`src/source/rv_pkg.sv`:
```
package rv_pkg;

   localparam int XLEN = 32;

   // major opcodes
   localparam logic [6:0] OPC_OP     = 7'b0110011;
   localparam logic [6:0] OPC_OP_IMM = 7'b0010011;
   localparam logic [6:0] OPC_LUI    = 7'b0110111;
   localparam logic [6:0] OPC_LOAD   = 7'b0000011;
   localparam logic [6:0] OPC_STORE  = 7'b0100011;
   localparam logic [6:0] OPC_BRANCH = 7'b1100011;
   localparam logic [6:0] OPC_JAL    = 7'b1101111;

   localparam logic [2:0] F3_ADD_SUB = 3'b000;
   localparam logic [2:0] F3_SLT     = 3'b010;
   localparam logic [2:0] F3_XOR     = 3'b100;
   localparam logic [2:0] F3_OR      = 3'b110;
   localparam logic [2:0] F3_AND     = 3'b111;
   localparam logic [2:0] F3_BEQ     = 3'b000;
   localparam logic [2:0] F3_BNE     = 3'b001;
   localparam logic [2:0] F3_WORD    = 3'b010; // lw / sw

   localparam logic [6:0] F7_BASE = 7'b0000000;
   localparam logic [6:0] F7_SUB  = 7'b0100000;

   // stores here go to the uart, not to memory
   localparam logic [31:0] UART_ADDR = 32'h0000_F000;

   typedef enum logic [3:0] {
      ALU_ADD,
      ALU_SUB,
      ALU_AND,
      ALU_OR,
      ALU_XOR,
      ALU_SLT,
      ALU_PASS_B
   } alu_op_t;

   typedef enum logic [1:0] {FWD_REG, FWD_EX, FWD_MEM} fwd_sel_t;

endpackage

```
`src/source/pipe_if.sv`:
```
`timescale 1ns/1ps

interface id_ex_if;
   logic valid;
   logic [rv_pkg::XLEN-1:0] pc;
   rv_pkg::alu_op_t alu_op;
   logic [rv_pkg::XLEN-1:0] op_a, op_b, imm, store_data;
   logic [4:0] rs1, rs2, rd; // rs fields are zero when unused
   logic reg_we, mem_re, mem_we, mem_to_reg;
   logic branch_en, branch_ne, jal_en;

   modport source (output valid, pc, alu_op, op_a, op_b, imm, store_data, rs1, rs2, rd,
                   reg_we, mem_re, mem_we, mem_to_reg, branch_en, branch_ne, jal_en);
   modport sink (input valid, pc, alu_op, op_a, op_b, imm, store_data, rs1, rs2, rd,
                 reg_we, mem_re, mem_we, mem_to_reg, branch_en, branch_ne, jal_en);
endinterface

interface ex_mem_if;
   logic valid;
   logic [rv_pkg::XLEN-1:0] alu_result; // also the memory address
   logic [rv_pkg::XLEN-1:0] store_data;
   logic mem_we, mem_re, mem_to_reg;
   logic [4:0] rd;
   logic reg_we;

   modport source (output valid, alu_result, store_data, mem_we, mem_re, mem_to_reg, rd,
                   reg_we);
   modport sink (input valid, alu_result, store_data, mem_we, mem_re, mem_to_reg, rd,
                 reg_we);
endinterface

```
`src/source/executer.sv`:
```
`timescale 1ns/1ps

module executer (
   input logic clk,
   input logic reset,
   input logic run,
   input logic stall,
   input logic flush,
   id_ex_if.sink id_ex,
   input logic wb_we,
   input logic [4:0] wb_rd,
   input logic [rv_pkg::XLEN-1:0] wb_data,
   output logic [rv_pkg::XLEN-1:0] pc_in,
   output logic pc_in_en,
   ex_mem_if.source ex_mem
);
   rv_pkg::fwd_sel_t fwd_a, fwd_b, fwd_s;
   logic [rv_pkg::XLEN-1:0] a, b, s, alu_out;
   logic ex_ok, mem_ok, live, taken, redirect_q;

   function automatic rv_pkg::fwd_sel_t fwd_pick(input logic [4:0] rs, input logic [4:0] ex_rd,
                                                input logic [4:0] mem_rd, input logic ex_hit,
                                                input logic mem_hit);
      if (ex_hit && ex_rd == rs)
         return rv_pkg::FWD_EX;
      if (mem_hit && mem_rd == rs)
         return rv_pkg::FWD_MEM;
      return rv_pkg::FWD_REG;
   endfunction

   function automatic logic [rv_pkg::XLEN-1:0] fwd_mux(input rv_pkg::fwd_sel_t sel,
                                                      input logic [rv_pkg::XLEN-1:0] reg_val,
                                                      input logic [rv_pkg::XLEN-1:0] ex_val,
                                                      input logic [rv_pkg::XLEN-1:0] mem_val);
      return sel == rv_pkg::FWD_EX ? ex_val : sel == rv_pkg::FWD_MEM ? mem_val : reg_val;
   endfunction

   assign ex_ok = ex_mem.valid && ex_mem.reg_we && ex_mem.rd != 5'd0;
   assign mem_ok = wb_we && wb_rd != 5'd0;

   always_comb begin
      fwd_a = fwd_pick(id_ex.rs1, ex_mem.rd, wb_rd, ex_ok, mem_ok);
      fwd_s = fwd_pick(id_ex.rs2, ex_mem.rd, wb_rd, ex_ok, mem_ok);
      fwd_b = id_ex.mem_we ? rv_pkg::FWD_REG : fwd_s; // store: b is the offset
      a = fwd_mux(fwd_a, id_ex.op_a, ex_mem.alu_result, wb_data);
      b = fwd_mux(fwd_b, id_ex.op_b, ex_mem.alu_result, wb_data);
      s = fwd_mux(fwd_s, id_ex.store_data, ex_mem.alu_result, wb_data);
      case (id_ex.alu_op)
         rv_pkg::ALU_SUB: alu_out = a - b;
         rv_pkg::ALU_AND: alu_out = a & b;
         rv_pkg::ALU_OR: alu_out = a | b;
         rv_pkg::ALU_XOR: alu_out = a ^ b;
         rv_pkg::ALU_SLT: alu_out = {{(rv_pkg::XLEN-1){1'b0}}, $signed(a) < $signed(b)};
         rv_pkg::ALU_PASS_B: alu_out = b;
         default: alu_out = a + b;
      endcase
   end

   assign live = id_ex.valid && !flush;
   assign taken = live && (id_ex.jal_en || (id_ex.branch_en && ((a == b) != id_ex.branch_ne)));
   assign pc_in_en = redirect_q && run;

   always_ff @(posedge clk) begin
      if (reset) begin
         ex_mem.valid <= 1'b0;
         redirect_q <= 1'b0;
      end else if (run && (flush || !stall)) begin
         ex_mem.valid <= live;
         redirect_q <= taken;
      end
   end

   always_ff @(posedge clk) begin
      if (run && !stall) begin
         pc_in <= id_ex.pc + id_ex.imm;
         ex_mem.alu_result <= id_ex.jal_en ? id_ex.pc + 32'd4 : alu_out; // link for jal
         ex_mem.store_data <= s;
         {ex_mem.mem_we, ex_mem.mem_re, ex_mem.mem_to_reg} <=
            {id_ex.mem_we, id_ex.mem_re, id_ex.mem_to_reg};
         ex_mem.rd <= id_ex.rd;
         ex_mem.reg_we <= id_ex.reg_we;
      end
   end

   a_redirect_pulse: assert property (@(posedge clk) disable iff (reset)
      pc_in_en |-> run ##1 !pc_in_en);

   // no interlock, so a load result is never wanted by the very next insn
   a_no_load_use: assert property (@(posedge clk) disable iff (reset)
      run && live && ex_mem.mem_re |->
         fwd_a != rv_pkg::FWD_EX && fwd_b != rv_pkg::FWD_EX && fwd_s != rv_pkg::FWD_EX);

endmodule

```
`src/flat_wrapper.sv`:
```
// flat-port wrapper written by rule: the top's interface ports become plain ports
module executer_flat 
  (clk, reset, run, stall, flush, wb_we, wb_rd, wb_data, pc_in, pc_in_en, id_ex_valid, id_ex_pc, id_ex_alu_op, id_ex_op_a, id_ex_op_b, id_ex_imm, id_ex_store_data, id_ex_rs1, id_ex_rs2, id_ex_rd, id_ex_reg_we, id_ex_mem_re, id_ex_mem_we, id_ex_mem_to_reg, id_ex_branch_en, id_ex_branch_ne, id_ex_jal_en, ex_mem_valid, ex_mem_alu_result, ex_mem_store_data, ex_mem_mem_we, ex_mem_mem_re, ex_mem_mem_to_reg, ex_mem_rd, ex_mem_reg_we);
  id_ex_if id_ex_i ();
  ex_mem_if ex_mem_i ();
  input logic clk;
  input logic reset;
  input logic run;
  input logic stall;
  input logic flush;
  input logic wb_we;
  input logic [4:0] wb_rd;
  input logic [rv_pkg::XLEN-1:0] wb_data;
  output logic [rv_pkg::XLEN-1:0] pc_in;
  output logic pc_in_en;
  input wire logic [$bits(id_ex_i.valid)-1:0] id_ex_valid;
  input wire logic [$bits(id_ex_i.pc)-1:0] id_ex_pc;
  input wire logic [$bits(id_ex_i.alu_op)-1:0] id_ex_alu_op;
  input wire logic [$bits(id_ex_i.op_a)-1:0] id_ex_op_a;
  input wire logic [$bits(id_ex_i.op_b)-1:0] id_ex_op_b;
  input wire logic [$bits(id_ex_i.imm)-1:0] id_ex_imm;
  input wire logic [$bits(id_ex_i.store_data)-1:0] id_ex_store_data;
  input wire logic [$bits(id_ex_i.rs1)-1:0] id_ex_rs1;
  input wire logic [$bits(id_ex_i.rs2)-1:0] id_ex_rs2;
  input wire logic [$bits(id_ex_i.rd)-1:0] id_ex_rd;
  input wire logic [$bits(id_ex_i.reg_we)-1:0] id_ex_reg_we;
  input wire logic [$bits(id_ex_i.mem_re)-1:0] id_ex_mem_re;
  input wire logic [$bits(id_ex_i.mem_we)-1:0] id_ex_mem_we;
  input wire logic [$bits(id_ex_i.mem_to_reg)-1:0] id_ex_mem_to_reg;
  input wire logic [$bits(id_ex_i.branch_en)-1:0] id_ex_branch_en;
  input wire logic [$bits(id_ex_i.branch_ne)-1:0] id_ex_branch_ne;
  input wire logic [$bits(id_ex_i.jal_en)-1:0] id_ex_jal_en;
  output wire logic [$bits(ex_mem_i.valid)-1:0] ex_mem_valid;
  output wire logic [$bits(ex_mem_i.alu_result)-1:0] ex_mem_alu_result;
  output wire logic [$bits(ex_mem_i.store_data)-1:0] ex_mem_store_data;
  output wire logic [$bits(ex_mem_i.mem_we)-1:0] ex_mem_mem_we;
  output wire logic [$bits(ex_mem_i.mem_re)-1:0] ex_mem_mem_re;
  output wire logic [$bits(ex_mem_i.mem_to_reg)-1:0] ex_mem_mem_to_reg;
  output wire logic [$bits(ex_mem_i.rd)-1:0] ex_mem_rd;
  output wire logic [$bits(ex_mem_i.reg_we)-1:0] ex_mem_reg_we;
  assign id_ex_i.valid = id_ex_valid;
  assign id_ex_i.pc = id_ex_pc;
  assign id_ex_i.alu_op = id_ex_alu_op;
  assign id_ex_i.op_a = id_ex_op_a;
  assign id_ex_i.op_b = id_ex_op_b;
  assign id_ex_i.imm = id_ex_imm;
  assign id_ex_i.store_data = id_ex_store_data;
  assign id_ex_i.rs1 = id_ex_rs1;
  assign id_ex_i.rs2 = id_ex_rs2;
  assign id_ex_i.rd = id_ex_rd;
  assign id_ex_i.reg_we = id_ex_reg_we;
  assign id_ex_i.mem_re = id_ex_mem_re;
  assign id_ex_i.mem_we = id_ex_mem_we;
  assign id_ex_i.mem_to_reg = id_ex_mem_to_reg;
  assign id_ex_i.branch_en = id_ex_branch_en;
  assign id_ex_i.branch_ne = id_ex_branch_ne;
  assign id_ex_i.jal_en = id_ex_jal_en;
  assign ex_mem_valid = ex_mem_i.valid;
  assign ex_mem_alu_result = ex_mem_i.alu_result;
  assign ex_mem_store_data = ex_mem_i.store_data;
  assign ex_mem_mem_we = ex_mem_i.mem_we;
  assign ex_mem_mem_re = ex_mem_i.mem_re;
  assign ex_mem_mem_to_reg = ex_mem_i.mem_to_reg;
  assign ex_mem_rd = ex_mem_i.rd;
  assign ex_mem_reg_we = ex_mem_i.reg_we;
  executer u_core (.clk(clk), .reset(reset), .run(run), .stall(stall), .flush(flush), .id_ex(id_ex_i), .wb_we(wb_we), .wb_rd(wb_rd), .wb_data(wb_data), .pc_in(pc_in), .pc_in_en(pc_in_en), .ex_mem(ex_mem_i));
endmodule
```
`config.mk`:
```
export PLATFORM = sky130hd
export DESIGN_NAME = executer_flat
export DESIGN_NICKNAME = d
export VERILOG_FILES = /design/src/source/rv_pkg.sv /design/src/source/pipe_if.sv /design/src/source/executer.sv /design/src/flat_wrapper.sv
export SDC_FILE = /design/constraint.sdc
export NUM_CORES = 1
export LEC_CHECK = 0
export BUFFER_PORTS_ARGS = -buffer_cell sky130_fd_sc_hd__clkbuf_2
export CORE_ASPECT_RATIO = 1.2
export CORE_MARGIN = 2
export CORE_UTILIZATION = 50
export CTS_BUF_LIST = sky130_fd_sc_hd__clkbuf_4 sky130_fd_sc_hd__clkbuf_8
export DETAILED_ROUTE_END_ITERATION = 10
export PLACE_DENSITY_LB_ADDON = 0.2
export SYNTH_ARGS = -nofsm -noshare
export SYNTH_HDL_FRONTEND = slang
export SYNTH_SLANG_ARGS = --single-unit
```
`constraint.sdc`:
```
create_clock -name clk -period 5.2 [get_ports clk]
set_input_delay 0.26 -clock clk [delete_from_list [all_inputs] [get_ports clk]]
set_output_delay 0.26 -clock clk [all_outputs]
set_load 0.05 [all_outputs]
```
==> metrics.txt <==
run status completed; Largest regs u_core.ex_mem.alu_result x32, u_core.ex_mem.store_data x32, u_core.pc_in x32; final net count 2405; worst skew pair latency 0.42 ns; clk root buf clkbuf_8; ANT nets after route 0; Crit path required time 5.39 ns; setup ws final 0.0891 ns; Core Region 24800 sq um; crit-path max FO 13; final design utilization 66.1%; Final Hold Vio Count 0; Synth area leaders edfxtp_1 (25%), ha_1 (13%), a21oi_1 (5.4%); Synth area leader edfxtp_1; RD Place Congestion 1.01; Tcrit/Tclk final 98.3%; clock skew 0.0143 ns; post-synth top area share 24.9%; Worst Path Arrival 5.30 ns; Initial DRC Count 1406; Rows 63; Mapped Nets 1964; WL/cell 21.8 microns; DRT Pass-1 Iters 5; Initial Utilization 51.1%; via count 14600; FF-to-FF setup slack 0.09 ns; Post-Place Setup Slack -0.0991 ns; Seq/Total Area, Yosys 25.2%; Post-CTS Hold Fix Bufs 0; CTS max path bufs 2; CP endpoint kind flop; Detail Placement HPWL 41200 microns; Die Area 26700 sq um; worst IR drop on VDD 0.163 mV; largest net degree at the start of global routing 65; placed cell areas 15900 sq um; Design Power 3.31 mW; placed insts 2351; initial antenna violation count 4; Mapped Area 12700 sq um; grt total ovfl 0; htree depth 3; layout cell share with drive strength beyond 1 29.8%; max-cap violations 0; Clock Pin Slew Worst Setup and Hold Paths 0.12 ns; Primary FF master, synth edfxtp_1; Yosys warning total 0; Post-synth ARST share 0%; standby leakage power 7.29 nW; die width 149 microns; Slew Viols, Final 0; gate count after technology mapping 1603; CTS tree done; Area Overhead vs Synth 29.4%; Startpoint Class flop; RSZ-0062 raised after global routing yes; PwrDens 202 nW/um^2; slew margin rel. 45.3%; post-route insts no fill 2377; DRC 0; drt via density 6.14; number of global-route vias before repair 13500; Setup CP Type reg2reg; Syn Area/Cell 7.91 sq um; wire length reported by the detailed router 51900 microns; Max Fclk 0.196 GHz; # IOs 337; IO buf count 336; first-pass GRT wire length 76700 microns; GRT Util Overall 37.5%; Hold Slack 0.0137 ns; Design Area, Final 16400 sq um; Post-synth EDFFs 105; min Tclk post-route 5.11 ns; Fin Setup TNS 0 ns; final setup violation count 0; Clock Sinks 107; Seq cells post-synth 107; Worst-Margin Slew 0.813 ns; Hold Path Class in2reg; Unique masters post-synth 78; Die Y 178 microns; cts bufs inserted 9
-- layout make-up --
cell class | instances | area (sq um)
Multi-Input combinational cell | 1293 | 9020
Fill cell | 2165 | 8420
Sequential cell | 107 | 3190
Timing Repair Buffer | 523 | 3160
Inverter | 110 | 413
Tap cell | 325 | 407
Clock buffer | 13 | 160
Clock inverter | 3 | 47.5
Antenna cell | 3 | 7.51
-- cell usage after synthesis, types with 11 or more instances --
library cell,n
a211oi_1,25
a21o_1,22
a21oi_1,137
a221oi_1,12
a31oi_1,42
clkbuf_1,74
edfxtp_1,105
ha_1,128
inv_1,101
mux2i_1,33
nand2_1,174
nand2b_1,20
nand3_1,27
nor2_1,139
nor2b_1,18
nor3_1,26
o211ai_1,16
o21a_1,11
o21ai_0,71
o21ai_1,25
o21bai_1,16
o221ai_1,15
o22a_1,33
o22ai_1,43
xnor2_1,61
xor2_1,35
-- cells in the final DEF (no fill, tap or decap), types with 27 or more instances in the layout --
cell / count
buf_4: 179
clkbuf_2: 336
xor2_1: 35
o22a_1: 33
a21oi_1: 131
nor2_1: 136
mux2i_1: 33
ha_1: 124
edfxtp_1: 105
nand2_1: 173
a31oi_1: 40
o21ai_0: 71
o22ai_1: 35
xnor2_1: 61
nand3_1: 27
inv_1: 101
-- worst paths after layout --
kind	startpoint	end	cells past startpoint
worst min register to register	u_core.redirect_q$_SDFFE_PP0P_	u_core.redirect_q$_SDFFE_PP0P_	3
worst min-delay path	id_ex_rd[3]	u_core.ex_mem.rd[3]$_DFFE_PP_	1
worst max-delay path	u_core.ex_mem.rd[4]$_DFFE_PP_	u_core.ex_mem.alu_result[29]$_DFFE_PP_	20
worst max register to register	u_core.ex_mem.rd[4]$_DFFE_PP_	u_core.ex_mem.alu_result[29]$_DFFE_PP_	20
-- power by group --
group	leakage (nW)	switching, mW	internal, mW	total, mW
logic	6.18	1.01	0.626	1.63
registers	1.00	0.0399	1.04	1.08
clock network	0.109	0.342	0.256	0.598
-- kinds of logic after synthesis --
| family | share of synthesized area [%] |
|---|---|
| compound gates | 29.2 |
| simple gates | 17.2 |
| buf+inv | 6.15 |
| fa+ha+maj | 13.1 |
| flops | 25.2 |
| xor+xnor | 6.63 |
| mux | 2.60 |
-- worst max-delay path, cell delays in order, from the launching register on --
cell,delay [ns]
edfxtp_1,0.41
xor2_1,0.16
or4_4,0.51
or3_4,0.45
buf_12,0.17
a21oi_2,0.13
buf_6,0.15
o22ai_1,0.08
buf_4,0.17
ha_1,0.34
buf_4,0.16
o21ai_0,0.25
o211ai_1,0.12
or4_4,0.54
a31oi_2,0.24
o41a_1,0.28
o41ai_4,0.10
a41oi_2,0.21
buf_4,0.14
o2111ai_1,0.10
o211a_1,0.14
-- metal layers --
metal | track usage (%) | wire length, microns | vias to the layer above
met5 | 0 | 16 | -
met4 | 15.6 | 2140 | 2
met3 | 7.26 | 5390 | 125
met2 | 59.2 | 23200 | 857
met1 | 50.2 | 21200 | 6832
li1 | - | - | 6788
-- what timing repair did --
action	CTS	global route
cloned	0	1
pin swaps	2	12
buffers inserted	0	6
hold endpoints to repair	0	0
setup endpoints to repair	7	16
resized for setup	9	45
No activity file was read; power rests on OpenSTA's default activity.
