$ cat config.mk
export PLATFORM = sky130hd
export DESIGN_NAME = decoder_flat
export DESIGN_NICKNAME = d
export VERILOG_FILES = /design/src/source/rv_pkg.sv /design/src/source/pipe_if.sv /design/src/source/decoder.sv /design/src/flat_wrapper.sv
export SDC_FILE = /design/constraint.sdc
export NUM_CORES = 1
export LEC_CHECK = 0
export BUFFER_PORTS_ARGS = -buffer_cell sky130_fd_sc_hd__clkbuf_2
export CAP_MARGIN = 15
export CORE_MARGIN = 1.5
export CORE_UTILIZATION = 40
export DETAILED_ROUTE_END_ITERATION = 12
export SETUP_SLACK_MARGIN = 0.1
export SYNTH_ARGS = -nofsm -noshare
export SYNTH_HDL_FRONTEND = slang
export SYNTH_SLANG_ARGS = --single-unit
$ cat constraint.sdc
create_clock -name clk -period 17.8 [get_ports clk]
set_input_delay 1.78 -clock clk [delete_from_list [all_inputs] [get_ports clk]]
set_output_delay 1.78 -clock clk [all_outputs]
set_load 0.02 [all_outputs]
$ cat src/source/rv_pkg.sv
package rv_pkg;

   localparam int XLEN = 32;

   // major opcodes
   localparam logic [6:0] OPC_OP     = 7'b0110011;
   localparam logic [6:0] OPC_OP_IMM = 7'b0010011;
   localparam logic [6:0] OPC_LUI    = 7'b0110111;
   localparam logic [6:0] OPC_LOAD   = 7'b0000011;
   localparam logic [6:0] OPC_STORE  = 7'b0100011;
   localparam logic [6:0] OPC_BRANCH = 7'b1100011;
   localparam logic [6:0] OPC_JAL    = 7'b1101111;

   localparam logic [2:0] F3_ADD_SUB = 3'b000;
   localparam logic [2:0] F3_SLT     = 3'b010;
   localparam logic [2:0] F3_XOR     = 3'b100;
   localparam logic [2:0] F3_OR      = 3'b110;
   localparam logic [2:0] F3_AND     = 3'b111;
   localparam logic [2:0] F3_BEQ     = 3'b000;
   localparam logic [2:0] F3_BNE     = 3'b001;
   localparam logic [2:0] F3_WORD    = 3'b010; // lw / sw

   localparam logic [6:0] F7_BASE = 7'b0000000;
   localparam logic [6:0] F7_SUB  = 7'b0100000;

   // stores here go to the uart, not to memory
   localparam logic [31:0] UART_ADDR = 32'h0000_F000;

   typedef enum logic [3:0] {
      ALU_ADD,
      ALU_SUB,
      ALU_AND,
      ALU_OR,
      ALU_XOR,
      ALU_SLT,
      ALU_PASS_B
   } alu_op_t;

   typedef enum logic [1:0] {FWD_REG, FWD_EX, FWD_MEM} fwd_sel_t;

endpackage

$ cat src/source/pipe_if.sv
`timescale 1ns/1ps

interface id_ex_if;
   logic valid;
   logic [rv_pkg::XLEN-1:0] pc;
   rv_pkg::alu_op_t alu_op;
   logic [rv_pkg::XLEN-1:0] op_a, op_b, imm, store_data;
   logic [4:0] rs1, rs2, rd; // rs fields are zero when unused
   logic reg_we, mem_re, mem_we, mem_to_reg;
   logic branch_en, branch_ne, jal_en;

   modport source (output valid, pc, alu_op, op_a, op_b, imm, store_data, rs1, rs2, rd,
                   reg_we, mem_re, mem_we, mem_to_reg, branch_en, branch_ne, jal_en);
   modport sink (input valid, pc, alu_op, op_a, op_b, imm, store_data, rs1, rs2, rd,
                 reg_we, mem_re, mem_we, mem_to_reg, branch_en, branch_ne, jal_en);
endinterface


$ cat src/source/decoder.sv
`timescale 1ns/1ps

module decoder (
   input logic clk,
   input logic reset,
   input logic run,
   input logic stall,
   input logic flush,
   input logic [31:0] insn,
   input logic [rv_pkg::XLEN-1:0] pc,
   input logic valid_in,
   input logic wb_we,
   input logic [4:0] wb_rd,
   input logic [rv_pkg::XLEN-1:0] wb_data,
   id_ex_if.source id_ex
);
   logic [rv_pkg::XLEN-1:0] rf [32];
   logic [6:0] opcode, funct7;
   logic [2:0] funct3;
   logic [4:0] rs1, rs2, rd;
   logic [rv_pkg::XLEN-1:0] imm_i, imm_s, imm_b, imm_u, imm_j, imm;
   logic [rv_pkg::XLEN-1:0] rs1_val, rs2_val;
   rv_pkg::alu_op_t alu_op;
   logic use_rs1, use_rs2, use_imm;
   logic reg_we, mem_re, mem_we, branch_en, jal_en, unknown_op;

   assign opcode = insn[6:0];
   assign rd = insn[11:7];
   assign funct3 = insn[14:12];
   assign rs1 = insn[19:15];
   assign rs2 = insn[24:20];
   assign funct7 = insn[31:25];

   assign imm_i = {{20{insn[31]}}, insn[31:20]};
   assign imm_s = {{20{insn[31]}}, insn[31:25], insn[11:7]};
   assign imm_b = {{19{insn[31]}}, insn[31], insn[7], insn[30:25], insn[11:8], 1'b0};
   assign imm_u = {insn[31:12], 12'b0};
   assign imm_j = {{11{insn[31]}}, insn[31], insn[19:12], insn[20], insn[30:21], 1'b0};

   always_comb begin
      alu_op = rv_pkg::ALU_ADD;
      imm = imm_i;
      {use_rs1, use_rs2, use_imm} = 3'b001;
      {reg_we, mem_re, mem_we, branch_en, jal_en, unknown_op} = 6'b0;
      case (opcode)
         rv_pkg::OPC_OP: begin
            {use_rs1, use_rs2, use_imm, reg_we} = 4'b1101;
            case ({funct7, funct3})
               {rv_pkg::F7_BASE, rv_pkg::F3_ADD_SUB}: alu_op = rv_pkg::ALU_ADD;
               {rv_pkg::F7_SUB, rv_pkg::F3_ADD_SUB}: alu_op = rv_pkg::ALU_SUB;
               {rv_pkg::F7_BASE, rv_pkg::F3_AND}: alu_op = rv_pkg::ALU_AND;
               {rv_pkg::F7_BASE, rv_pkg::F3_OR}: alu_op = rv_pkg::ALU_OR;
               {rv_pkg::F7_BASE, rv_pkg::F3_XOR}: alu_op = rv_pkg::ALU_XOR;
               {rv_pkg::F7_BASE, rv_pkg::F3_SLT}: alu_op = rv_pkg::ALU_SLT;
               default: unknown_op = 1'b1; // shifts, sltu
            endcase
         end
         rv_pkg::OPC_OP_IMM: begin
            {use_rs1, reg_we} = 2'b11;
            unknown_op = funct3 != rv_pkg::F3_ADD_SUB;
         end
         rv_pkg::OPC_LUI: begin
            imm = imm_u;
            alu_op = rv_pkg::ALU_PASS_B;
            reg_we = 1'b1;
         end
         rv_pkg::OPC_LOAD: begin
            {use_rs1, reg_we, mem_re} = 3'b111;
            unknown_op = funct3 != rv_pkg::F3_WORD;
         end
         rv_pkg::OPC_STORE: begin
            {use_rs1, use_rs2, mem_we} = 3'b111; // rs2 only as store data
            imm = imm_s;
            unknown_op = funct3 != rv_pkg::F3_WORD;
         end
         rv_pkg::OPC_BRANCH: begin
            {use_rs1, use_rs2, use_imm, branch_en} = 4'b1101;
            imm = imm_b;
            unknown_op = funct3 != rv_pkg::F3_BEQ && funct3 != rv_pkg::F3_BNE;
         end
         rv_pkg::OPC_JAL: begin
            imm = imm_j;
            {jal_en, reg_we} = 2'b11;
         end
         default: ; // anything else is a bubble
      endcase
   end

   always_ff @(posedge clk) begin
      if (reset)
         rf[0] <= '0; // x0 holds zero
      else if (run && wb_we && wb_rd != 5'd0)
         rf[wb_rd] <= wb_data;
   end

   always_comb begin
      rs1_val = (wb_we && wb_rd == rs1 && rs1 != 5'd0) ? wb_data : rf[rs1]; // write-through
      rs2_val = (wb_we && wb_rd == rs2 && rs2 != 5'd0) ? wb_data : rf[rs2];
   end

   always_ff @(posedge clk) begin
      if (reset)
         id_ex.valid <= 1'b0;
      else if (run && flush)
         id_ex.valid <= 1'b0;
      else if (run && !stall)
         id_ex.valid <= valid_in;
   end

   always_ff @(posedge clk) begin
      if (run && !stall) begin
         id_ex.pc <= pc;
         id_ex.alu_op <= alu_op;
         id_ex.op_a <= rs1_val;
         id_ex.op_b <= use_imm ? imm : rs2_val;
         id_ex.imm <= imm;
         id_ex.store_data <= rs2_val;
         id_ex.rs1 <= use_rs1 ? rs1 : 5'd0; // keeps forwarding off unused fields
         id_ex.rs2 <= use_rs2 ? rs2 : 5'd0;
         id_ex.rd <= rd;
         id_ex.reg_we <= reg_we;
         id_ex.mem_re <= mem_re;
         id_ex.mem_we <= mem_we;
         id_ex.mem_to_reg <= mem_re;
         id_ex.branch_en <= branch_en;
         id_ex.branch_ne <= funct3 == rv_pkg::F3_BNE;
         id_ex.jal_en <= jal_en;
      end
   end

   a_x0_stays_zero: assert property (@(posedge clk) disable iff (reset)
      run && wb_we && wb_rd == 5'd0 |=> rs1 != 5'd0 || rs1_val == '0);

   a_known_op: assert property (@(posedge clk) disable iff (reset)
      run && valid_in && !stall && !flush |-> !unknown_op);

endmodule

$ cat src/flat_wrapper.sv
// flat-port wrapper written by rule: the top's interface ports become plain ports
module decoder_flat 
  (clk, reset, run, stall, flush, insn, pc, valid_in, wb_we, wb_rd, wb_data, id_ex_valid, id_ex_pc, id_ex_alu_op, id_ex_op_a, id_ex_op_b, id_ex_imm, id_ex_store_data, id_ex_rs1, id_ex_rs2, id_ex_rd, id_ex_reg_we, id_ex_mem_re, id_ex_mem_we, id_ex_mem_to_reg, id_ex_branch_en, id_ex_branch_ne, id_ex_jal_en);
  id_ex_if id_ex_i ();
  input logic clk;
  input logic reset;
  input logic run;
  input logic stall;
  input logic flush;
  input logic [31:0] insn;
  input logic [rv_pkg::XLEN-1:0] pc;
  input logic valid_in;
  input logic wb_we;
  input logic [4:0] wb_rd;
  input logic [rv_pkg::XLEN-1:0] wb_data;
  output wire logic [$bits(id_ex_i.valid)-1:0] id_ex_valid;
  output wire logic [$bits(id_ex_i.pc)-1:0] id_ex_pc;
  output wire logic [$bits(id_ex_i.alu_op)-1:0] id_ex_alu_op;
  output wire logic [$bits(id_ex_i.op_a)-1:0] id_ex_op_a;
  output wire logic [$bits(id_ex_i.op_b)-1:0] id_ex_op_b;
  output wire logic [$bits(id_ex_i.imm)-1:0] id_ex_imm;
  output wire logic [$bits(id_ex_i.store_data)-1:0] id_ex_store_data;
  output wire logic [$bits(id_ex_i.rs1)-1:0] id_ex_rs1;
  output wire logic [$bits(id_ex_i.rs2)-1:0] id_ex_rs2;
  output wire logic [$bits(id_ex_i.rd)-1:0] id_ex_rd;
  output wire logic [$bits(id_ex_i.reg_we)-1:0] id_ex_reg_we;
  output wire logic [$bits(id_ex_i.mem_re)-1:0] id_ex_mem_re;
  output wire logic [$bits(id_ex_i.mem_we)-1:0] id_ex_mem_we;
  output wire logic [$bits(id_ex_i.mem_to_reg)-1:0] id_ex_mem_to_reg;
  output wire logic [$bits(id_ex_i.branch_en)-1:0] id_ex_branch_en;
  output wire logic [$bits(id_ex_i.branch_ne)-1:0] id_ex_branch_ne;
  output wire logic [$bits(id_ex_i.jal_en)-1:0] id_ex_jal_en;
  assign id_ex_valid = id_ex_i.valid;
  assign id_ex_pc = id_ex_i.pc;
  assign id_ex_alu_op = id_ex_i.alu_op;
  assign id_ex_op_a = id_ex_i.op_a;
  assign id_ex_op_b = id_ex_i.op_b;
  assign id_ex_imm = id_ex_i.imm;
  assign id_ex_store_data = id_ex_i.store_data;
  assign id_ex_rs1 = id_ex_i.rs1;
  assign id_ex_rs2 = id_ex_i.rs2;
  assign id_ex_rd = id_ex_i.rd;
  assign id_ex_reg_we = id_ex_i.reg_we;
  assign id_ex_mem_re = id_ex_i.mem_re;
  assign id_ex_mem_we = id_ex_i.mem_we;
  assign id_ex_mem_to_reg = id_ex_i.mem_to_reg;
  assign id_ex_branch_en = id_ex_i.branch_en;
  assign id_ex_branch_ne = id_ex_i.branch_ne;
  assign id_ex_jal_en = id_ex_i.jal_en;
  decoder u_core (.clk(clk), .reset(reset), .run(run), .stall(stall), .flush(flush), .insn(insn), .pc(pc), .valid_in(valid_in), .wb_we(wb_we), .wb_rd(wb_rd), .wb_data(wb_data), .id_ex(id_ex_i));
endmodule
==> impl_metrics.ini <==
[global_route]
grt_pass1_wl_mm = 241
globalRoute.busiestLayer = met2
grt.overflow.total = 0
grt_max_degree = 129
antenna_found_initial = 9
grt_pass1_vias = 31700
met2_usage = 0.377
gr-usage-met1 = 0.345
gr-usage-met3 = 0.0600
grt_usage = 0.246

[worst_setup_path]
slowest_delay_ns = 0.99
path_cells = buf_8, buf_4, buf_4, mux4_2, mux4_2, a21oi_1, a21oi_1, mux2_4
cp_slowest_cell = buf_4
cp-start-kind = input pin
critPathArrivalTime_ns = 6.15
path_class = in2reg
end_kind = register
required_ns = 18.30
critPathMaxFanout = 64

[hold_path]
holdCritPathClass = reg2reg

[clock_network]
postCtsSetupBuffers = 0
cts_tree = yes
ctsLongestPathBuffers = 3
clock-sinks = 1209
clk_pin_slew_ns = 0.06
cts_resized = 0
clock_latency_ns = 0.76
htreeDepth = 4
root_buffer = clkbuf_16
cts-buffers-inserted = 132
cts_hold_buf = 0

[routing]
drtAntennaViolNets = 0
wl_per_cell_um = 35.5
routed_wl_mm = 173
vias_per_cell = 6.44
vias = 31300
route.detailed.drc = 0
first_pass_iters = 5
drtIter0Drc = 4116

[layout]
finalNetCount = 3080
syn2layout_area_growth_pct = 14.5
fin_area_um2 = 62800
drive_gt1_frac = 0.391

[status]
outcome = finished, final reports clean

[placed_design]
placed_cell_area_um2 = 58400
port_buffers = 293
dp_hpwl_mm = 97.5
gp_congestion = 0.890

[die]
io-pin-count = 295
initial_utilization = 0.404
num_rows = 135
fp.dieW_um = 373
core_region_area_um2 = 136000
dieArea_um2 = 139000
dieHeight_um = 373

[logic_synthesis]
yosysSeqAreaShare = 0.662
avgSynthCellArea_um2 = 20.5
ys_types = 55
synth_seq_cells = 1209
synthFlopType = edfxtp_1
syn_area_um2 = 54800
syn_nets = 2785
async_flop_share = 0
yosys_warnings = 0
synth_edf_count = 1208
postSynthCellCount = 2677

[power_and_ir_drop]
power_density_nw_per_um2 = 102
leakagePower_nw = 17.8
peakVddDrop_mv = 0.0650
total_power_mw = 6.39

[timing]
period_minus_slack_ns = 5.65
final-hold-violation-count = 0
slew_headroom = 0.224
fmax_ghz = 0.177
setup_tns_ns = 0
rsz0062_at_grt = false
period_share = 0.318
slew_viol_final = 0
skew_ns = 0.0272
setup_viol = 0
worst_pin_slew_ns = 1.16

[flow_run]
drv_cap = 0
## layer usage
metal	up-vias	part of all wire
met2	2022	0.46
met5	-	0
li1	12100	-
met1	16900	0.40
met3	287	0.11
met4	0	0.031
## registers in the layout (all words and copies together), names as in the netlist
signal                   count
u_core.rf                 1024
u_core.id_ex.branch_ne       1
u_core.id_ex.mem_re          1
u_core.id_ex.op_b           32
u_core.id_ex.mem_we          1
u_core.id_ex.jal_en          1
u_core.id_ex.rs2             5
u_core.id_ex.rs1             5
u_core.id_ex.op_a           32
u_core.id_ex.reg_we          1
u_core.id_ex.valid           1
u_core.id_ex.rd              5
u_core.id_ex.store_data     32
u_core.id_ex.pc             32
u_core.id_ex.branch_en       1
u_core.id_ex.alu_op          3
u_core.id_ex.imm            32
## through the flow
stage / hold slack [ns] / worst slack, ns / instances / utilization
global placement: 0.484 / 11.33 / 4618 / 0.430
detailed placement: 0.500 / 11.31 / 4618 / 0.430
floorplan: 0.596 / 6.77 / 2677 / -
finish: 0.530 / 12.15 / 4857 / 0.462
global route: 0.550 / 11.84 / 4857 / 0.462
CTS: 0.523 / 12.11 / 4853 / 0.462
## critical path, delay by kind of cell
family,cells,cell delay [ns]
compound gates,2,0.44
buf+inv,3,2.41
mux,3,1.37
## cells in the final DEF (no fill, tap or decap), types with 4 or more instances in the layout
cell       netlist  layout
mux2i_1        215     215
a22oi_1         64      64
inv_1            6       6
and2_1          48      48
clkinv_2         0      20
bufinv_16        0      18
nor2_1          69      36
clkbuf_2         0     285
mux2_4          20      20
o21ai_1         31      31
o22ai_1         23      23
a21o_1          19      19
mux2_2          19      19
a21oi_1         46      46
a21oi_2         34      34
a22o_1           4       4
nand3_1          6       6
a221oi_1         4       4
nand2_1         49      47
clkinv_1         0      25
nand3b_1         5       5
edfxtp_1      1208    1208
nor3_1          10       9
nor4_1          12      11
buf_4           16      72
mux4_2         529     529
xor2_1           7       7
nor2_4           0      32
clkbuf_1        88      25
clkbuf_16        0     141
## layout make-up
class | count | area, um^2
Antenna cell | 3 | 7.51
Clock buffer | 165 | 3600
Clock inverter | 70 | 800
Fill cell | 11300 | 73000
Inverter | 9 | 36.3
Multi-Input combinational cell | 1254 | 17700
Sequential cell | 1209 | 36300
Tap cell | 1781 | 2230
Timing Repair Buffer | 366 | 2110
## logic make-up after synthesis
group	after synthesis	synth area share
multiplexers	785	0.267
buffers and inverters	214	0.0200
other	1	0.0000684
flip-flops	1209	0.662
AND/OR/NAND/NOR	217	0.0193
AO/OA/AOI/OAI	241	0.0302
XOR/XNOR	10	0.00160
## final timing paths
kind / slack [ns] / cells after the start / from / to
worst max-delay path: 12.15 / 8 / insn[20] / u_core.id_ex.op_b[22]
worst max register to register: 14.94 / 5 / u_core.rf[19][29] / u_core.id_ex.op_b[29]
worst min register to register: 0.53 / 2 / u_core.id_ex.valid / u_core.id_ex.valid
worst min-delay path: 0.53 / 2 / u_core.id_ex.valid / u_core.id_ex.valid
## synth_stat cells, drive strengths merged, types with 2 or more instances
master	count	area, um^2
nor3	10	50.1
a21o	19	143
xnor2	3	26.3
a221oi	6	65.1
nor4	12	75.1
and2	48	300
nor2	69	259
buf	117	732
or3b	2	17.5
o31ai	2	15.0
edfxtp	1208	36300
nand4	3	18.8
or2	2	12.5
mux4	531	12000
nand3b	5	37.5
and3	2	12.5
a22oi	64	480
nand3	6	30.0
xor2	7	61.3
mux2	39	514
mux2i	215	2150
inv	9	33.8
nand2	49	184
clkbuf	88	330
o21ai	34	170
a22o	4	35.0
nor2b	5	31.3
o21bai	2	15.0
a21oi	80	528
o22ai	23	144
## power breakdown
group | switching, mW | total [mW] | leakage [nW] | internal, mW
clock | 1.12 | 2.81 | 2.15 | 1.69
combinational | 0.262 | 0.403 | 6.61 | 0.141
sequential | 0.0155 | 3.17 | 9.00 | 3.15
total | 1.40 | 6.39 | 17.8 | 4.98
Power figures use the tool's default switching activity.
